--- src/verilog/dcache_pkg.sv ---
package dcache_pkg;

	// geometry of the cache and of the backing store
	localparam int ADDR_W      = 12;  // byte address
	localparam int WORD_W      = 32;
	localparam int LINE_WORDS  = 4;   // also the bank count
	localparam int LINE_COUNT  = 16;
	localparam int MEM_LINES   = 256;
	localparam int MEM_LATENCY = 3;   // request pulse to ready pulse

	localparam int STRB_W        = WORD_W / 8;  // one strobe per byte
	localparam int BYTE_OFS_BITS = $clog2(STRB_W);
	localparam int WORD_SEL_BITS = $clog2(LINE_WORDS);

	// address split: tag | index | word | byte
	localparam int OFFSET_BITS = BYTE_OFS_BITS + WORD_SEL_BITS;
	localparam int INDEX_BITS  = $clog2(LINE_COUNT);
	localparam int TAG_BITS    = ADDR_W - INDEX_BITS - OFFSET_BITS;

	localparam int LAT_CNT_W = $clog2(MEM_LATENCY + 1);  // latency counter width

	localparam logic [1:0] RESP_OKAY = 2'b00;  // the only response ever sent

	typedef logic [ADDR_W-1:0]        addr_t;
	typedef logic [WORD_W-1:0]        word_t;
	typedef logic [STRB_W-1:0]        strb_t;
	typedef logic [INDEX_BITS-1:0]    index_t;
	typedef logic [TAG_BITS-1:0]      tag_t;
	typedef logic [WORD_SEL_BITS-1:0] word_sel_t;

	// backing store line number, tag over index
	typedef logic [TAG_BITS+INDEX_BITS-1:0] line_addr_t;

	// cache controller states
	typedef enum logic [1:0] {
		IDLE,
		COMPARE,
		WRITE_BACK,
		ALLOCATE
	} ctrl_state_t;

endpackage

--- src/verilog/axil_cpu_port.sv ---
`timescale 1ns/1ps

module axil_cpu_port import dcache_pkg::*; (
	input  logic       clk,
	input  logic       rst,
	input  logic       awvalid,
	output logic       awready,
	input  addr_t      awaddr,
	input  logic       wvalid,
	output logic       wready,
	input  word_t      wdata,
	input  strb_t      wstrb,
	output logic       bvalid,
	input  logic       bready,
	output logic [1:0] bresp,
	input  logic       arvalid,
	output logic       arready,
	input  addr_t      araddr,
	output logic       rvalid,
	input  logic       rready,
	output word_t      rdata,
	output logic [1:0] rresp,
	output logic       req_valid,
	output logic       req_write,
	output addr_t      req_addr,
	output word_t      req_wdata,
	output word_t      req_wmask,
	input  logic       req_done,
	input  word_t      req_rdata
);

	typedef enum logic [1:0] {
		ACCEPT,   // waiting for a transaction
		BUSY,     // request held for the controller
		RESPOND   // b or r channel pending
	} port_state_t;

	port_state_t state;
	word_t       strb_mask;
	logic        wr_go;
	logic        rd_go;
	logic        resp_taken;

	// aw and w taken together, write wins over a read
	assign awready = (state == ACCEPT) && awvalid && wvalid;
	assign wready  = awready;
	assign arready = (state == ACCEPT) && arvalid && !(awvalid && wvalid);

	assign wr_go = awvalid && awready && wvalid && wready;
	assign rd_go = arvalid && arready;

	assign req_valid  = (state == BUSY);
	assign bvalid     = (state == RESPOND) && req_write;
	assign rvalid     = (state == RESPOND) && !req_write;
	assign resp_taken = (bvalid && bready) || (rvalid && rready);
	assign bresp      = RESP_OKAY;
	assign rresp      = RESP_OKAY;

	// each strobe widened to its byte
	always_comb begin
		for (int i = 0; i < STRB_W; i++) begin
			strb_mask[8*i +: 8] = {8{wstrb[i]}};
		end
	end

	always_ff @(posedge clk or posedge rst) begin
		if (rst) begin
			state     <= ACCEPT;
			req_write <= 1'b0;
		end else begin
			unique case (state)
				ACCEPT: begin
					if (wr_go) begin
						req_write <= 1'b1;
						state     <= BUSY;
					end else if (rd_go) begin
						req_write <= 1'b0;
						state     <= BUSY;
					end
				end
				BUSY:    if (req_done) state <= RESPOND;
				RESPOND: if (resp_taken) state <= ACCEPT;  // master took it
				default: state <= ACCEPT;
			endcase
		end
	end

	// request fields and read data, held while busy or responding
	always_ff @(posedge clk) begin
		if (wr_go) begin
			req_addr  <= awaddr;
			req_wdata <= wdata;
			req_wmask <= strb_mask;
		end else if (rd_go) begin
			req_addr <= araddr;
		end
		if (state == BUSY && req_done && !req_write)
			rdata <= req_rdata;  // stable until rready
	end

endmodule

--- config.mk ---
export PLATFORM = sky130hd
export DESIGN_NAME = axil_cpu_port
export DESIGN_NICKNAME = d
export VERILOG_FILES = /design/src/verilog/dcache_pkg.sv /design/src/verilog/axil_cpu_port.sv
export SDC_FILE = /design/constraint.sdc
export NUM_CORES = 1
export LEC_CHECK = 0
export ABC_CLOCK_PERIOD_IN_PS = 3300
export BUFFER_PORTS_ARGS = -buffer_cell sky130_fd_sc_hd__buf_2
export CORE_AREA = 2 2 86 88
export CTS_BUF_LIST = sky130_fd_sc_hd__clkbuf_4 sky130_fd_sc_hd__clkbuf_8
export DETAILED_ROUTE_END_ITERATION = 6
export DIE_AREA = 0 0 88 90
export PLACE_DENSITY = 0.95
export SLEW_MARGIN = 10
export SYNTH_ARGS = -nofsm -noshare
export SYNTH_HDL_FRONTEND = slang
export SYNTH_SLANG_ARGS = --single-unit
--- constraint.sdc ---
create_clock -name clk -period 3.3 [get_ports clk]
set_clock_uncertainty 0.05 [all_clocks]
set_input_delay 0.33 -clock clk [delete_from_list [all_inputs] [get_ports clk]]
set_output_delay 0.33 -clock clk [all_outputs]
set_load 0.01 [all_outputs]
==> Word level (Yosys, flattened, before mapping) <==
Cells that the tools add are included.
{ "word_totals": {"regBits": 104, "in_bits": 100, "output_inout_bits": 119, "wordCells": 42} }
{ "classes": {"n_eq_ne": 5, "muxes": 9, "reduce_logical": 22} }
{ "op_table": {"columns": ["cell", "count"], "rows": [
  ["$mux 12", 2],
  ["$logic_and 1x1->1", 15],
  ["$mux 2", 4],
  ["$pmux 2 s3", 1],
  ["$ne 3x3->1 const B", 1],
  ["$reduce_and 3->1", 1],
  ["$eq 2x1->1 const B", 1],
  ["$eq 2x2->1 const B", 1],
  ["$logic_not 1->1", 2],
  ["$logic_not 2->1", 1],
  ["$mux 1", 2],
  ["$ne 2x1->1 const B", 1],
  ["$ne 2x2->1 const B", 1],
  ["$reduce_and 2->1", 1],
  ["$reduce_bool 2->1", 1],
  ["$logic_or 1x1->1", 1]
]} }

==> Longest topological paths before layout <==
{ "logic_depth": {"word_depth": 8, "mapped_depth": 4, "mapped_depth_nobuf": 2} }

==> Least setup slack after synthesis <==
No wires, ideal clock.
{ "synth_path": {"path_kind": "flip-flop to flip-flop", "from": "reg state[0]", "to": "reg rdata[0], enable pin", "setup_ns": 0.392, "arrival_ns": 1.595, "required_time_ns": 2.858, "setup_slack_ns": 1.263, "path_stages_with_launch": 3, "path_buffers": 0, "period_less_slack_ns": 2.037, "path_cell_list": "dfrtp_1 -> nor2b_1 -> and3b_1"} }
{ "synth_via": {"elab_chain_cells": 3} }
{ "synth_lines": {"columns": ["item", "line_no", "text"], "rows": [
  ["from (decl)", "axil_cpu_port.sv:38", "port_state_t state;"],
  ["from (signal assigned)", "axil_cpu_port.sv:68", "state <= ACCEPT;"],
  ["from (signal assigned)", "axil_cpu_port.sv:75", "state <= BUSY;"],
  ["from (signal assigned)", "axil_cpu_port.sv:78", "state <= BUSY;"],
  ["$eq 2x1->1", null, null],
  ["via req_valid", "axil_cpu_port.sv:23", "output logic req_valid,"],
  ["$logic_and 1x1->1 (2 in series)", "axil_cpu_port.sv:97", "if (state == BUSY && req_done && !req_write)"],
  ["to (signal assigned)", "axil_cpu_port.sv:98", "rdata <= req_rdata;"],
  ["to (decl)", "axil_cpu_port.sv:21", "output word_t rdata,"]
]} }
The timed path passes the listed nets, and every way through them passes these cells.
A chain may end at the register's enable or synchronous reset.

==> Worst setup path after layout <==
{ "layout_path": {"from": "reg state[0]", "to": "reg req_addr[11] (data pin)"} }
{ "layout_via": {"elab_chain_cells": 7} }
{ "layout_lines": {"columns": ["item", "line_no", "text"], "rows": [
  ["$logic_not 2->1 *", "axil_cpu_port.sv:45", "assign awready = (state == ACCEPT) && awvalid && wvalid;"],
  ["$logic_and 1x1->1 * (2 in series)", "axil_cpu_port.sv:45", null],
  ["$logic_and 1x1->1 (2 in series)", "axil_cpu_port.sv:49", "assign wr_go = awvalid && awready && wvalid && wready;"],
  ["$logic_and 1x1->1 *", "axil_cpu_port.sv:49", null],
  ["$mux 12 *", "axil_cpu_port.sv:90", "if (wr_go) begin"],
  ["to (signal assigned)", "axil_cpu_port.sv:91", "req_addr <= awaddr;"],
  ["to (signal assigned)", "axil_cpu_port.sv:95", "req_addr <= araddr;"],
  ["to (decl)", "axil_cpu_port.sv:25", "output addr_t req_addr,"]
]} }
Every way passes the cells marked *; elsewhere a longest branch is shown, timed or not.

==> metrics.cfg <==
[layout]
drive_gt1_share_pct = 71.06
area_growth_syn_to_layout_pct = 38.34
antenna_cells = 0
nNetsFinal = 444
final_cells = 448
fillCellCount = 550
most_common_library_cell_in_the_layout_ignoring_fill_and_taps = sky130_fd_sc_hd__buf_2
commonest_non_fill_non_tap_cells_in_the_layout = 214 x sky130_fd_sc_hd__buf_2, 80 x sky130_fd_sc_hd__edfxtp_1, 9 x sky130_fd_sc_hd__clkbuf_8

[timing]
timing_max_transition_violations_final = 0
fin_crit_period_ns = 2.115
report.final.setup_viol = 0
timing_hold_violations_final = 0
fin_setup_tns_ns = 0
worst-slew-pin-transition_ns = 0.9109
period_utilization_post_route_pct = 64.10
max_clock_freq_mhz = 472.7
setup_repair_after_global_routing_missed_its_margin = no
slew_headroom_pct = 38.94

[place]
dpl_hpwl_mm = 5.256
gp_routability_congestion = 0.7491
place.port_buffers = 214
dpl.cell_count = 431

[global_route]
first_global_vias = 2003
grt_first_pass_wirelength_mm = 9.873
grt_overflow_total = 0
grt_antenna_before_repair = 0
pin_count_of_the_biggest_net_entering_global_routing = 49
gr-usage-all-layers_pct = 17.04

[synthesis]
sequential_fraction_of_the_synthesis_area_pct = 81.28
synth_area_leaders = sky130_fd_sc_hd__edfxtp_1 79%, sky130_fd_sc_hd__buf_4 8.4%, sky130_fd_sc_hd__mux2_4 3.9%
synth_cell_type_count = 20
yosys_top_cell_area_share_pct = 78.82
synthCells = 148
netlist.top_cell.by_area = sky130_fd_sc_hd__edfxtp_1
syn_area_per_cell_um2 = 20.59
synthesis.area_um2 = 3048
postSynthRegisterBits = 83
yosysWarningCount = 0

[floorplan]
dieHeight_um = 90
pin_count = 219
core_um2 = 7020
initial_core_util_pct = 43.41
std_cell_rows = 31
die_w_um = 88
floorplan.die_area_um2 = 7920

[setup_path]
critPathRequiredTime_ns = 3.34
path_delay_family = buffers and inverters
critPathKind = flip-flop to flip-flop
worst-r2r-setup-slack_ns = 1.18
r2r-start = state[0]
cp_slowest_stage_delay_ns = 0.56
cp_data_arrival_time_ns = 2.15
cp.buffers_inverters = 1
critical_path.startpoint_type = flip-flop
worst_path_max_delay_cell = sky130_fd_sc_hd__buf_4
worst-path-max-fanout = 48
worst-path-stages = 3
timing.critical_path.to_type = flip-flop
crit_chain = nor4bb_4 > buf_4 > mux2_2
reg2regPathDepth = 3
critPathLaunch = state[0]
last_element_of_the_critical_path = req_addr[11]
r2r_end = req_addr[11]

[run_status]
run_status = finished clean

[cts]
clk_pin_slew_ns = 0.08
cts.sinks = 83
clk-insertion-delay-late_ns = 0.33
cts_root_buffer = sky130_fd_sc_hd__clkbuf_8
number_of_clock_buffers_inserted_by_tritoncts = 9
post_cts_resized = 0
cts_tree = yes
cts_setup_buffers = 0
clk_path_buf_depth = 2
post_cts_hold_buffer_count = 1
cts_htree_levels = 3

[min_path]
hold_path.class = input port to flip-flop

[route]
vias_per_cell = 4.469
drt-wirelength-per-cell_um = 15.33
drtIter0Drc = 68
detail_route.wirelength_mm = 6.868
residual_drc = 0
drt_pre_antenna_iters = 4
detail-route-antenna-nets = 0
routed-via-count = 2002

[power]
report.power.total_w = 0.002780
worst_case_vdd_ir_drop_mv = 0.3966
power-per-cell-area_nw_per_um2 = 659.3
static-leakage-power_nw = 1.876

[run]
max_cap_viol = 0

kinds of logic after synthesis:
logic type             share of synthesized area, %
other                                        0.1230
AND/OR/NAND/NOR                               2.299
buffers and inverters                         9.154
multiplexers                                  5.747
AO/OA/AOI/OAI                                 1.396
flip-flops                                    81.28
cell usage after synthesis:
library cell / number
sky130_fd_sc_hd__edfxtp_1: 80
sky130_fd_sc_hd__mux2i_1: 1
sky130_fd_sc_hd__conb_1: 1
sky130_fd_sc_hd__mux2_2: 4
sky130_fd_sc_hd__nor4bb_1: 1
sky130_fd_sc_hd__and4bb_2: 1
sky130_fd_sc_hd__mux2_4: 8
sky130_fd_sc_hd__and3b_1: 1
sky130_fd_sc_hd__nor3_1: 1
sky130_fd_sc_hd__a211oi_1: 2
sky130_fd_sc_hd__or3b_2: 1
sky130_fd_sc_hd__and2_1: 1
sky130_fd_sc_hd__a21o_2: 1
sky130_fd_sc_hd__buf_12: 1
sky130_fd_sc_hd__nor2b_1: 3
sky130_fd_sc_hd__a21oi_1: 2
sky130_fd_sc_hd__inv_1: 1
sky130_fd_sc_hd__buf_4: 34
sky130_fd_sc_hd__dfrtp_1: 3
sky130_fd_sc_hd__a22o_1: 1
through the flow:
step,utilization (%),worst slack (ns),hold WS [ns],instance area (um^2)
global route,60.06,1.080,0.07918,4217
CTS,60.06,1.157,0.08376,4217
finish,60.06,1.185,0.1068,4217
detailed placement,57.17,1.163,0.1598,4014
global placement,57.17,1.264,0.1459,4014
floorplan,-,1.263,0.03364,3059
power breakdown:
group	internal [W]	switching, W	total, W
Combinational	0.000259	0.000348	0.000607
Sequential	0.00139	0.0000817	0.00147
Clock	0.000363	0.000341	0.000704
sequential cells by signal (all words and copies together) (netlist names):
register	flops
req_addr	12
req_write	1
rdata	32
state	2
req_wmask	4
req_wdata	32
area by class of cell:
| type | instances | area (um^2) | area share [%] |
|---|---|---|---|
| clock buffers | 11 | 138.9 | 3.294 |
| repair buffers | 217 | 1096 | 25.99 |
| inverters | 1 | 3.754 | 0.08902 |
| flip-flops and latches | 83 | 2477 | 58.75 |
| multi-input cells | 32 | 322.8 | 7.656 |
| clock inverters | 5 | 53.80 | 1.276 |
| well taps | 99 | 123.9 | 2.938 |
metal layers:
metal | vias up | part of all wire, % | GRT usage, %
li1 | 909 | - | -
met1 | 968 | 35 | 16.84
met2 | 119 | 57 | 32.13
met3 | 6 | 7.0 | 5.051
met4 | 0 | 1.1 | 6.667
met5 | - | 0 | 0
worst min-delay path by stage:
stage / slack [ns] / to / cells after the start / startpoint
finish: 0.11 / req_wdata[16] / 1 / wdata[16]
global route: 0.08 / req_wdata[16] / 1 / wdata[16]
CTS: 0.08 / req_wdata[15] / 1 / wdata[15]
detailed placement: 0.16 / state[1] / 2 / rst
global placement: 0.15 / state[0] / 2 / rst
floorplan: 0.03 / req_write / 1 / rst
Power figures use the tool's default switching activity.
