**config.mk**
```make
export PLATFORM = sky130hd
export DESIGN_NAME = dcache_ctrl_flat
export DESIGN_NICKNAME = d
export VERILOG_FILES = /design/src/verilog/dcache_pkg.sv /design/src/verilog/line_bus_if.sv /design/src/verilog/dcache_ctrl.sv /design/src/flat_wrapper.sv
export SDC_FILE = /design/constraint.sdc
export NUM_CORES = 1
export LEC_CHECK = 0
export ABC_AREA = 1
export ABC_CLOCK_PERIOD_IN_PS = 2000
export BUFFER_PORTS_ARGS = -buffer_cell sky130_fd_sc_hd__buf_2
export CAP_MARGIN = 20
export CORE_AREA = 2 2 225 227
export DETAILED_ROUTE_END_ITERATION = 10
export DIE_AREA = 0 0 227 229
export PLACE_DENSITY = 0.4
export SLEW_MARGIN = 10
export SYNTH_ARGS = -nofsm -noshare
export SYNTH_HDL_FRONTEND = slang
export SYNTH_SLANG_ARGS = --single-unit
export TNS_END_PERCENT = 50
```
**constraint.sdc**
```tcl
create_clock -name clk -period 2 [get_ports clk]
set_input_delay 0.2 -clock clk [delete_from_list [all_inputs] [get_ports clk]]
set_output_delay 0.2 -clock clk [all_outputs]
set_load 0.01 [all_outputs]
```
**src/verilog/dcache_pkg.sv**
```systemverilog
package dcache_pkg;

	// geometry of the cache and of the backing store
	localparam int ADDR_W      = 12;  // byte address
	localparam int WORD_W      = 32;
	localparam int LINE_WORDS  = 4;   // also the bank count
	localparam int LINE_COUNT  = 16;
	localparam int MEM_LINES   = 256;
	localparam int MEM_LATENCY = 3;   // request pulse to ready pulse

	localparam int STRB_W        = WORD_W / 8;  // one strobe per byte
	localparam int BYTE_OFS_BITS = $clog2(STRB_W);
	localparam int WORD_SEL_BITS = $clog2(LINE_WORDS);

	// address split: tag | index | word | byte
	localparam int OFFSET_BITS = BYTE_OFS_BITS + WORD_SEL_BITS;
	localparam int INDEX_BITS  = $clog2(LINE_COUNT);
	localparam int TAG_BITS    = ADDR_W - INDEX_BITS - OFFSET_BITS;

	localparam int LAT_CNT_W = $clog2(MEM_LATENCY + 1);  // latency counter width

	localparam logic [1:0] RESP_OKAY = 2'b00;  // the only response ever sent

	typedef logic [ADDR_W-1:0]        addr_t;
	typedef logic [WORD_W-1:0]        word_t;
	typedef logic [STRB_W-1:0]        strb_t;
	typedef logic [INDEX_BITS-1:0]    index_t;
	typedef logic [TAG_BITS-1:0]      tag_t;
	typedef logic [WORD_SEL_BITS-1:0] word_sel_t;

	// backing store line number, tag over index
	typedef logic [TAG_BITS+INDEX_BITS-1:0] line_addr_t;

	// cache controller states
	typedef enum logic [1:0] {
		IDLE,
		COMPARE,
		WRITE_BACK,
		ALLOCATE
	} ctrl_state_t;

endpackage

```
**src/verilog/line_bus_if.sv**
```systemverilog
`timescale 1ns/1ps

interface line_bus_if import dcache_pkg::*; ();

	// cpu side of the data array, from the controller
	index_t    index;      // line being accessed
	word_sel_t word_sel;   // which bank takes a cpu write
	logic      cpu_we;
	word_t     wmask;      // bit mask from the byte strobes
	word_t     cpu_wdata;

	// line fill, controller forwards the memory read line
	logic                    fill_we;
	word_t [LINE_WORDS-1:0]  fill_line;

	// one element per bank, async read of the indexed entry
	word_t bank_words [LINE_WORDS];

	modport ctrl (
		output index, word_sel, cpu_we, wmask, cpu_wdata, fill_we, fill_line,
		input  bank_words
	);

	modport bank (
		input  index, word_sel, cpu_we, wmask, cpu_wdata, fill_we, fill_line,
		output bank_words
	);

	modport mem (
		input bank_words  // old line on write-back
	);

endinterface

```
**src/verilog/dcache_ctrl.sv**
```systemverilog
`timescale 1ns/1ps

module dcache_ctrl import dcache_pkg::*; (
	input  logic                   clk,
	input  logic                   rst,
	input  logic                   req_valid,
	input  logic                   req_write,
	input  addr_t                  req_addr,
	input  word_t                  req_wdata,
	input  word_t                  req_wmask,
	output logic                   req_done,
	output word_t                  req_rdata,
	output logic                   mem_valid,
	output logic                   mem_write,
	output line_addr_t             mem_line_addr,
	input  logic                   mem_ready,
	input  word_t [LINE_WORDS-1:0] mem_rline,
	line_bus_if.ctrl               bus
);

	ctrl_state_t state;
	ctrl_state_t state_nx;

	// tag array, one entry per line
	logic line_valid [LINE_COUNT];
	logic line_dirty [LINE_COUNT];
	tag_t line_tag   [LINE_COUNT];

	tag_t      req_tag;
	index_t    req_index;
	word_sel_t req_word;
	logic      hit;
	logic      tag_we;     // new tag on a miss
	logic      dirty_set;  // write hit

	assign req_tag   = req_addr[ADDR_W-1 -: TAG_BITS];
	assign req_index = req_addr[OFFSET_BITS +: INDEX_BITS];
	assign req_word  = req_addr[BYTE_OFS_BITS +: WORD_SEL_BITS];
	assign hit       = line_valid[req_index] && (line_tag[req_index] == req_tag);

	assign bus.index     = req_index;
	assign bus.word_sel  = req_word;
	assign bus.wmask     = req_wmask;
	assign bus.cpu_wdata = req_wdata;
	assign bus.fill_line = mem_rline;   // only taken with fill_we
	assign req_rdata     = bus.bank_words[req_word];

	always_comb begin
		state_nx      = state;
		req_done      = 1'b0;
		mem_valid     = 1'b0;
		mem_write     = 1'b0;
		mem_line_addr = {req_tag, req_index};  // fetch address by default
		bus.cpu_we    = 1'b0;
		bus.fill_we   = 1'b0;
		tag_we        = 1'b0;
		dirty_set     = 1'b0;
		unique case (state)
			IDLE: if (req_valid) state_nx = COMPARE;
			COMPARE: begin
				if (hit) begin
					req_done   = 1'b1;
					bus.cpu_we = req_write;  // merged into the word on this edge
					dirty_set  = req_write;
					state_nx   = IDLE;
				end else begin
					tag_we    = 1'b1;
					mem_valid = 1'b1;
					if (line_valid[req_index] && line_dirty[req_index]) begin
						// old line goes out first
						mem_write     = 1'b1;
						mem_line_addr = {line_tag[req_index], req_index};
						state_nx      = WRITE_BACK;
					end else begin
						state_nx = ALLOCATE;
					end
				end
			end
			WRITE_BACK: begin
				if (mem_ready) begin
					mem_valid = 1'b1;  // now fetch the new line
					state_nx  = ALLOCATE;
				end
			end
			ALLOCATE: begin
				if (mem_ready) begin
					bus.fill_we = 1'b1;
					state_nx    = COMPARE;  // completes there as a hit
				end
			end
			default: state_nx = IDLE;
		endcase
	end

	always_ff @(posedge clk or posedge rst) begin
		if (rst) begin
			state <= IDLE;
			for (int i = 0; i < LINE_COUNT; i++) begin
				line_valid[i] <= 1'b0;
				line_dirty[i] <= 1'b0;
			end
		end else begin
			state <= state_nx;
			if (tag_we) begin
				line_valid[req_index] <= 1'b1;
				line_dirty[req_index] <= req_write;  // write-allocate
			end else if (dirty_set) begin
				line_dirty[req_index] <= 1'b1;
			end
		end
	end

	always_ff @(posedge clk) begin
		if (tag_we)
			line_tag[req_index] <= req_tag;
	end

endmodule

```
**src/flat_wrapper.sv**
```systemverilog
// flat-port wrapper written by rule: the top's interface ports become plain ports
module dcache_ctrl_flat import dcache_pkg::*;
  (clk, rst, req_valid, req_write, req_addr, req_wdata, req_wmask, req_done, req_rdata, mem_valid, mem_write, mem_line_addr, mem_ready, mem_rline, bus_index, bus_word_sel, bus_cpu_we, bus_wmask, bus_cpu_wdata, bus_fill_we, bus_fill_line, bus_bank_words);
  line_bus_if bus_i ();
  input  logic clk;
  input  logic rst;
  input  logic req_valid;
  input  logic req_write;
  input  addr_t req_addr;
  input  word_t req_wdata;
  input  word_t req_wmask;
  output logic req_done;
  output word_t req_rdata;
  output logic mem_valid;
  output logic mem_write;
  output line_addr_t mem_line_addr;
  input  logic mem_ready;
  input  word_t [LINE_WORDS-1:0] mem_rline;
  output wire logic [$bits(bus_i.index)-1:0] bus_index;
  output wire logic [$bits(bus_i.word_sel)-1:0] bus_word_sel;
  output wire logic [$bits(bus_i.cpu_we)-1:0] bus_cpu_we;
  output wire logic [$bits(bus_i.wmask)-1:0] bus_wmask;
  output wire logic [$bits(bus_i.cpu_wdata)-1:0] bus_cpu_wdata;
  output wire logic [$bits(bus_i.fill_we)-1:0] bus_fill_we;
  output wire logic [$bits(bus_i.fill_line)-1:0] bus_fill_line;
  input wire logic [$bits(bus_i.bank_words)-1:0] bus_bank_words;
  assign bus_index = bus_i.index;
  assign bus_word_sel = bus_i.word_sel;
  assign bus_cpu_we = bus_i.cpu_we;
  assign bus_wmask = bus_i.wmask;
  assign bus_cpu_wdata = bus_i.cpu_wdata;
  assign bus_fill_we = bus_i.fill_we;
  assign bus_fill_line = bus_i.fill_line;
  assign bus_i.bank_words = {>>{bus_bank_words}};
  dcache_ctrl u_core (.clk(clk), .rst(rst), .req_valid(req_valid), .req_write(req_write), .req_addr(req_addr), .req_wdata(req_wdata), .req_wmask(req_wmask), .req_done(req_done), .req_rdata(req_rdata), .mem_valid(mem_valid), .mem_write(mem_write), .mem_line_addr(mem_line_addr), .mem_ready(mem_ready), .mem_rline(mem_rline), .bus(bus_i));
endmodule
```
# [Word level (Yosys, flattened, before mapping)]
# Memories as Yosys holds them, arrays and structs flattened.
# Cells that the tools add are included.
[classes] add_sub_neg=0 n_mul=0 div=0 order_cmp=3 eq_ne=7 shifts=0 muxes=37 bitwise_logic=4 reduce_logical=6
[ops] operator="binary-select mux 32 bit (select 2 bit)" count=1
[ops] operator="two-way mux 32 bit" count=2
[ops] operator="two-way mux 16 bit" count=2
[ops] operator="OR 16 bit" count=2
[ops] operator="two-way mux 8 bit" count=3
[ops] operator="two-way mux 1 bit" count=19
[ops] operator="bitwise mux 16 bit" count=1
[ops] operator="binary-select mux 1 bit (select 4 bit)" count=2
[ops] operator="two-way mux 2 bit" count=4
[ops] operator="case mux 2 bit (4 select lines)" count=1
[ops] operator="inequality test 2 bit, second input constant" count=3
[ops] operator="greater-or-equal comparator 5 bit, second input constant" count=1
[ops] operator="less-than comparator 5 x 1 -> 1 bit, second input constant" count=1
[ops] operator="inverter 4 -> 5 bit" count=1
[ops] operator="demux 1 bit (select 4 bit)" count=1
[ops] operator="== test 2 bit, second input constant" count=2
[ops] operator="== test 4 bit" count=1
[ops] operator="greater-or-equal comparator 3 bit, second input constant" count=1
[ops] operator="logical AND 1 bit" count=3
[ops] operator="inverter 2 -> 3 bit" count=1
[ops] operator="AND reduction 3 bit" count=1
[ops] operator="== test 2 x 1 -> 1 bit, second input constant" count=1
[ops] operator="zero test 2 bit" count=1
[ops] operator="case mux 1 bit (2 select lines)" count=1
[ops] operator="nonzero test 2 bit" count=1
[word_totals] register_bits=34 latch_bits=0 mem_bits_rw=64 romBits=0 output_inout_bits=243 word_cells=91 memories=1
[memory_table] name="u_core.line_tag" words=16 word_bits=4 rd=1 rd_ports_with_merged_regs=0 write_ports=1 line_no="dcache_ctrl.sv:27" source="tag_t line_tag [LINE_COUNT];"

# [Depth between registers and ports, before layout]
[logic_depth] ltp_word=9 ltp_mapped=21 depth_no_buf=18

# [Least setup slack after synthesis]
# OpenSTA, ideal clock, no wires.
[synth_path] path_kind="input to output" start="in req_addr[4]" end="out mem_line_addr[4]" arrival_ns=1.870 t_required_ns=1.800 setup_slack_ns=-0.070 path_stages=17 n_path_buf=2 path_cell_list="buf_4 -> buf_4 -> nand2_1 -> nor2_1 -> a21oi_1 -> nand2_1 -> nand2_1 -> nand2_1 -> inv_1 -> nand2_1 -> nand2_1 -> nor2_1 -> nand2_2 -> nand2_2 -> nor2_2 -> nand2_1 -> o21ai_0"
[synth_between] elab_chain_len=8 elab_cells_between_ends=14 classes_between="1 x eq/ne; 9 x mux; 1 x bitwise; 2 x reduce/logical; 1 x memory"
[synth_rtl] element="from (decl)" line_no="flat_wrapper.sv:9" source="input addr_t req_addr;"
[synth_rtl] element="inverter 4 -> 5 bit (not written as such)" line_no="dcache_ctrl.sv:39, dcache_ctrl.sv:69"
[synth_rtl] element="binary-select mux 1 bit (select 4 bit), on equally long branches" line_no="dcache_ctrl.sv:39, dcache_ctrl.sv:69"
[synth_rtl] element="two-way mux 1 bit, on equally long branches (2 in a row)" line_no="dcache_ctrl.sv:39, dcache_ctrl.sv:69"
[synth_rtl] element="logical AND 1 bit" line_no="dcache_ctrl.sv:69" source="if (line_valid[req_index] && line_dirty[req_index]) begin"
[synth_rtl] element="two-way mux 8 bit" line_no="dcache_ctrl.sv:69"
[synth_rtl] element="two-way mux 8 bit *" line_no="dcache_ctrl.sv:61" source="if (hit) begin"
[synth_rtl] element="two-way mux 8 bit *" line_no="dcache_ctrl.sv:58" source="unique case (state)"
[synth_rtl] element="to (decl)" line_no="flat_wrapper.sv:16" source="output line_addr_t mem_line_addr;"
# Every way passes the cells marked *; elsewhere a longest branch is shown, timed or not. The select of a mux whose other input is x is not followed.

# [Worst setup path after layout]
[layout_path] start="mem u_core.line_tag[9][0] in the netlist's numbering" end="out mem_line_addr[6]"
[layout_between] elab_chain_len=5
[layout_rtl] element="from (decl)" line_no="dcache_ctrl.sv:27"
[layout_rtl] element="memory read (16 x 4 bit)"
[layout_rtl] element="== test 4 bit" line_no="dcache_ctrl.sv:39" source="assign hit = line_valid[req_index] && (line_tag[req_index] == req_tag);"
[layout_rtl] element="logical AND 1 bit" line_no="dcache_ctrl.sv:39"
[layout_rtl] element="two-way mux 8 bit" line_no="dcache_ctrl.sv:61"
[layout_rtl] element="two-way mux 8 bit" line_no="dcache_ctrl.sv:58"
# No other way between the ends.

==> flow_summary.yaml <==
status:
  outcome: "finished with violations"
  violations: "negative setup slack"
hold_path:
  hold_class: "input port to flip-flop"
pwr:
  p_leak_nw: 4.37
  intPower_w: 0.00460
  vdd_drop_max_mv: 0.478
  p_sw_w: 0.00248
  combPwrFrac_pct: 36.1
  powerDensity_nw_per_um2: 750
  power_w: 0.00708
  p_seq_share_pct: 36.7
  switching_share_pct: 35.0
  p_clk_share_pct: 27.2
grt:
  grt_pass1_vias: 6767
  overflow: 0
  grt_first_pass_wirelength_microns: 59100
  track_usage_pct: 17.0
  antenna_found_initial: 1
  grt_max_degree: 66
route:
  viasPerCell: 4.02
  routed_wl_microns: 46800
  drc: 0
  detail_route.wl_per_cell_microns: 26.5
  vias: 7105
  drt_iter0_markers: 377
  drt_first_pass_iters: 5
  ant_nets: 0
critical_path:
  required_ns: 1.80
  cp-end-kind: "primary output"
  path_max_fanout: 8
  worstSetupPathType: "flip-flop to primary output"
  start_kind: "flip-flop"
  worstPathArrival_ns: 2.22
clock_tree:
  clock_path_buffers: 2
  clock_latency_ns: 0.35
  htree_levels: 3
  cts_tree: "built"
  clock_sinks: 98
  root_buffer: "clkbuf_16"
  path_clk_slew_ns: 0.07
  cts_buffers: 9
synth:
  synthSimpleGateAreaFrac_pct: 25.8
  synth_top_area_share_pct: 25.7
  synth_area_sq_um: 7480
  synth-warning-count: 0
  synth_mux_area_share_pct: 0
  synth_xor_xnor_area_share_pct: 0
  synth_area_per_cell_sq_um: 7.34
  synthAdderAreaFrac_pct: 0.669
  ys_seq_area_share_pct: 37.1
  synth_cell_type_count: 29
  ys_seq_elements: 98
  synth_top_family_by_area: "buffers and inverters"
  synth_compound_area_share_pct: 9.74
  synth_area_leaders: "edfxtp_1 26%, buf_4 21%, nand2_1 15%"
  syn_nets: 1360
  synthCells: 1019
  yosys.area.top_type: "edfxtp_1"
floorplanning:
  dieWidth_microns: 227
  core.rowCount: 82
  die-area_sq_um: 52000
  start_util_pct: 15.1
  io_pins: 580
  coreArea_sq_um: 49700
  die_h_microns: 229
sta:
  relSlewSlack_pct: 62.4
  timing.final.crit_period_ns: 2.42
  hold_viol: 0
  setup_ws_ns: -0.419
  clock.fmax_mhz: 413
  post-route-period-util_pct: 121
  setup_violations: 104
  rsz0062_at_grt: "yes"
  slew_viol_final: 0
  tightest_slew_ns: 0.564
  skew_ns: 0.00877
final_layout:
  utilization_pct: 19.0
  final_nets: 1430
  regArea_sq_um: 2770
  syn2layout_area_growth_pct: 26.3
  drive_above_1_share_pct: 37.3
  n_fill_cell: 5668
  multi_input_area_sq_um: 3060
  stdcell_area_sq_um: 9450
job:
  max_cap_viol_count: 0
place:
  place_congestion: 0.811
  port_buffers: 193
  place_area_sq_um: 8340
  hpwl_microns: 39100
==> critical path, cell delays in order, from the launching register on <==
cell      delay, ns
edfxtp_1       0.40
nand2_1        0.09
nand2_1        0.06
nand2_1        0.05
nand3_1        0.07
nand2_1        0.07
nand2_2        0.06
nor2_2         0.12
nand2_1        0.07
nand2_2        0.08
nor2_4         0.05
nand2_4        0.07
nand2_4        0.05
nor2_4         0.25
nand2_2        0.11
o21ai_4        0.11
buf_6          0.14
==> metrics by stage <==
step                setup TNS [ns]  cells  hold slack [ns]  setup WS [ns]
finish                      -12.94   1767            0.143         -0.419
global route                -29.54   1766            0.141         -0.565
CTS                         -11.92   1754            0.151         -0.446
detailed placement          -41.06   1729            0.349         -0.581
global placement            -37.03   1729            0.352         -0.549
floorplan                   -0.901   1019            0.299        -0.0430
==> synthesized netlist by cell type (all sizes together) <==
cell and instances:
nand3 48, o21ai 80, or2 14, inv 70
clkinv 3, dfrtp 34, nand2 292, buf 222
o221ai 1, a21boi 1, o21a 1, clkbuf 22
nor2 108, nor3 3, edfxtp 64, a21oi 7
ha 4, a22oi 5, o22ai 37, nand4 3
==> kinds of logic (layout without fill, tap and decap cells) <==
kind of cell / count (synthesis) / in the layout
fa+ha+maj: 4 / 4
other cells: 0 / 1
simple gates: 468 / 468
compound gates: 132 / 132
flops: 98 / 98
buf+inv: 317 / 392
==> worst paths after layout <==
path / from / endpoint / slack (ns) / depth (start not counted)
max reg2reg: u_core.line_tag[8][1] / u_core.line_valid[7] / -0.24 / 19
max in group asynchronous: rst / u_core.line_valid[9] / 1.13 / 4
min in group asynchronous: rst / u_core.line_dirty[1] / 0.50 / 4
min reg2reg: u_core.line_valid[14] / u_core.line_valid[14] / 0.47 / 1
min: req_addr[10] / u_core.line_tag[10][2] / 0.14 / 1
max: u_core.line_tag[9][0] / mem_line_addr[6] / -0.42 / 16
==> state kept, by name, indices dropped and copies added (netlist names) <==
signal / cells
u_core.line_dirty: 16
u_core.line_tag: 64
u_core.line_valid: 16
u_core.state: 2
==> power by group through the flow <==
stage | clock network [W] | logic [W] | registers [W]
after global routing | 0.00205 | 0.00278 | 0.00263
after global placement | 0 | 0.00211 | 0.00265
after CTS | 0.00197 | 0.00245 | 0.00260
after floorplan | 0 | 0.00158 | 0.00257
after detailed placement | 0 | 0.00212 | 0.00264
final | 0.00193 | 0.00256 | 0.00260
==> layout make-up <==
cell class | instances | share of cell area (%)
timing repair buffer | 303 | 22.3
multi-input combinational | 604 | 32.3
tap | 672 | 8.90
inverter | 73 | 3.68
clock inverter | 5 | 0.914
clock buffer | 11 | 2.46
sequential | 98 | 29.4
antenna | 1 | 0.0265
==> per-layer routing <==
layer / vias to the layer above / global-route usage [%] / part of all wire [%]
met3: 31 / 16.9 / 22
met1: 3260 / 16.9 / 35
met4: 10 / 2.37 / 1.1
met5: - / 6.74 / 0.96
met2: 598 / 25.0 / 41
li1: 3206 / - / -
==> cell usage in the layout (no fill, tap or decap), drive strengths merged, types with 5 or more instances in the layout <==
cell type / n
a21oi: 7
a22oi: 5
buf: 299
clkbuf: 14
dfrtp: 34
edfxtp: 64
inv: 71
nand2: 292
nand3: 48
nor2: 108
o21ai: 80
o22ai: 37
or2: 14
==> what timing repair did <==
| action | 4_1_cts | 5_1_grt |
|---|---|---|
| setup endpoints to repair | 106 | 106 |
| gates cloned | 1 | 2 |
| setup buffers | 7 | 14 |
| hold buffers | 1 | 0 |
| pin swaps | 10 | 32 |
| hold endpoints to repair | 34 | 0 |
| gates resized for setup | 88 | 77 |
No activity file was read; power rests on OpenSTA's default activity.
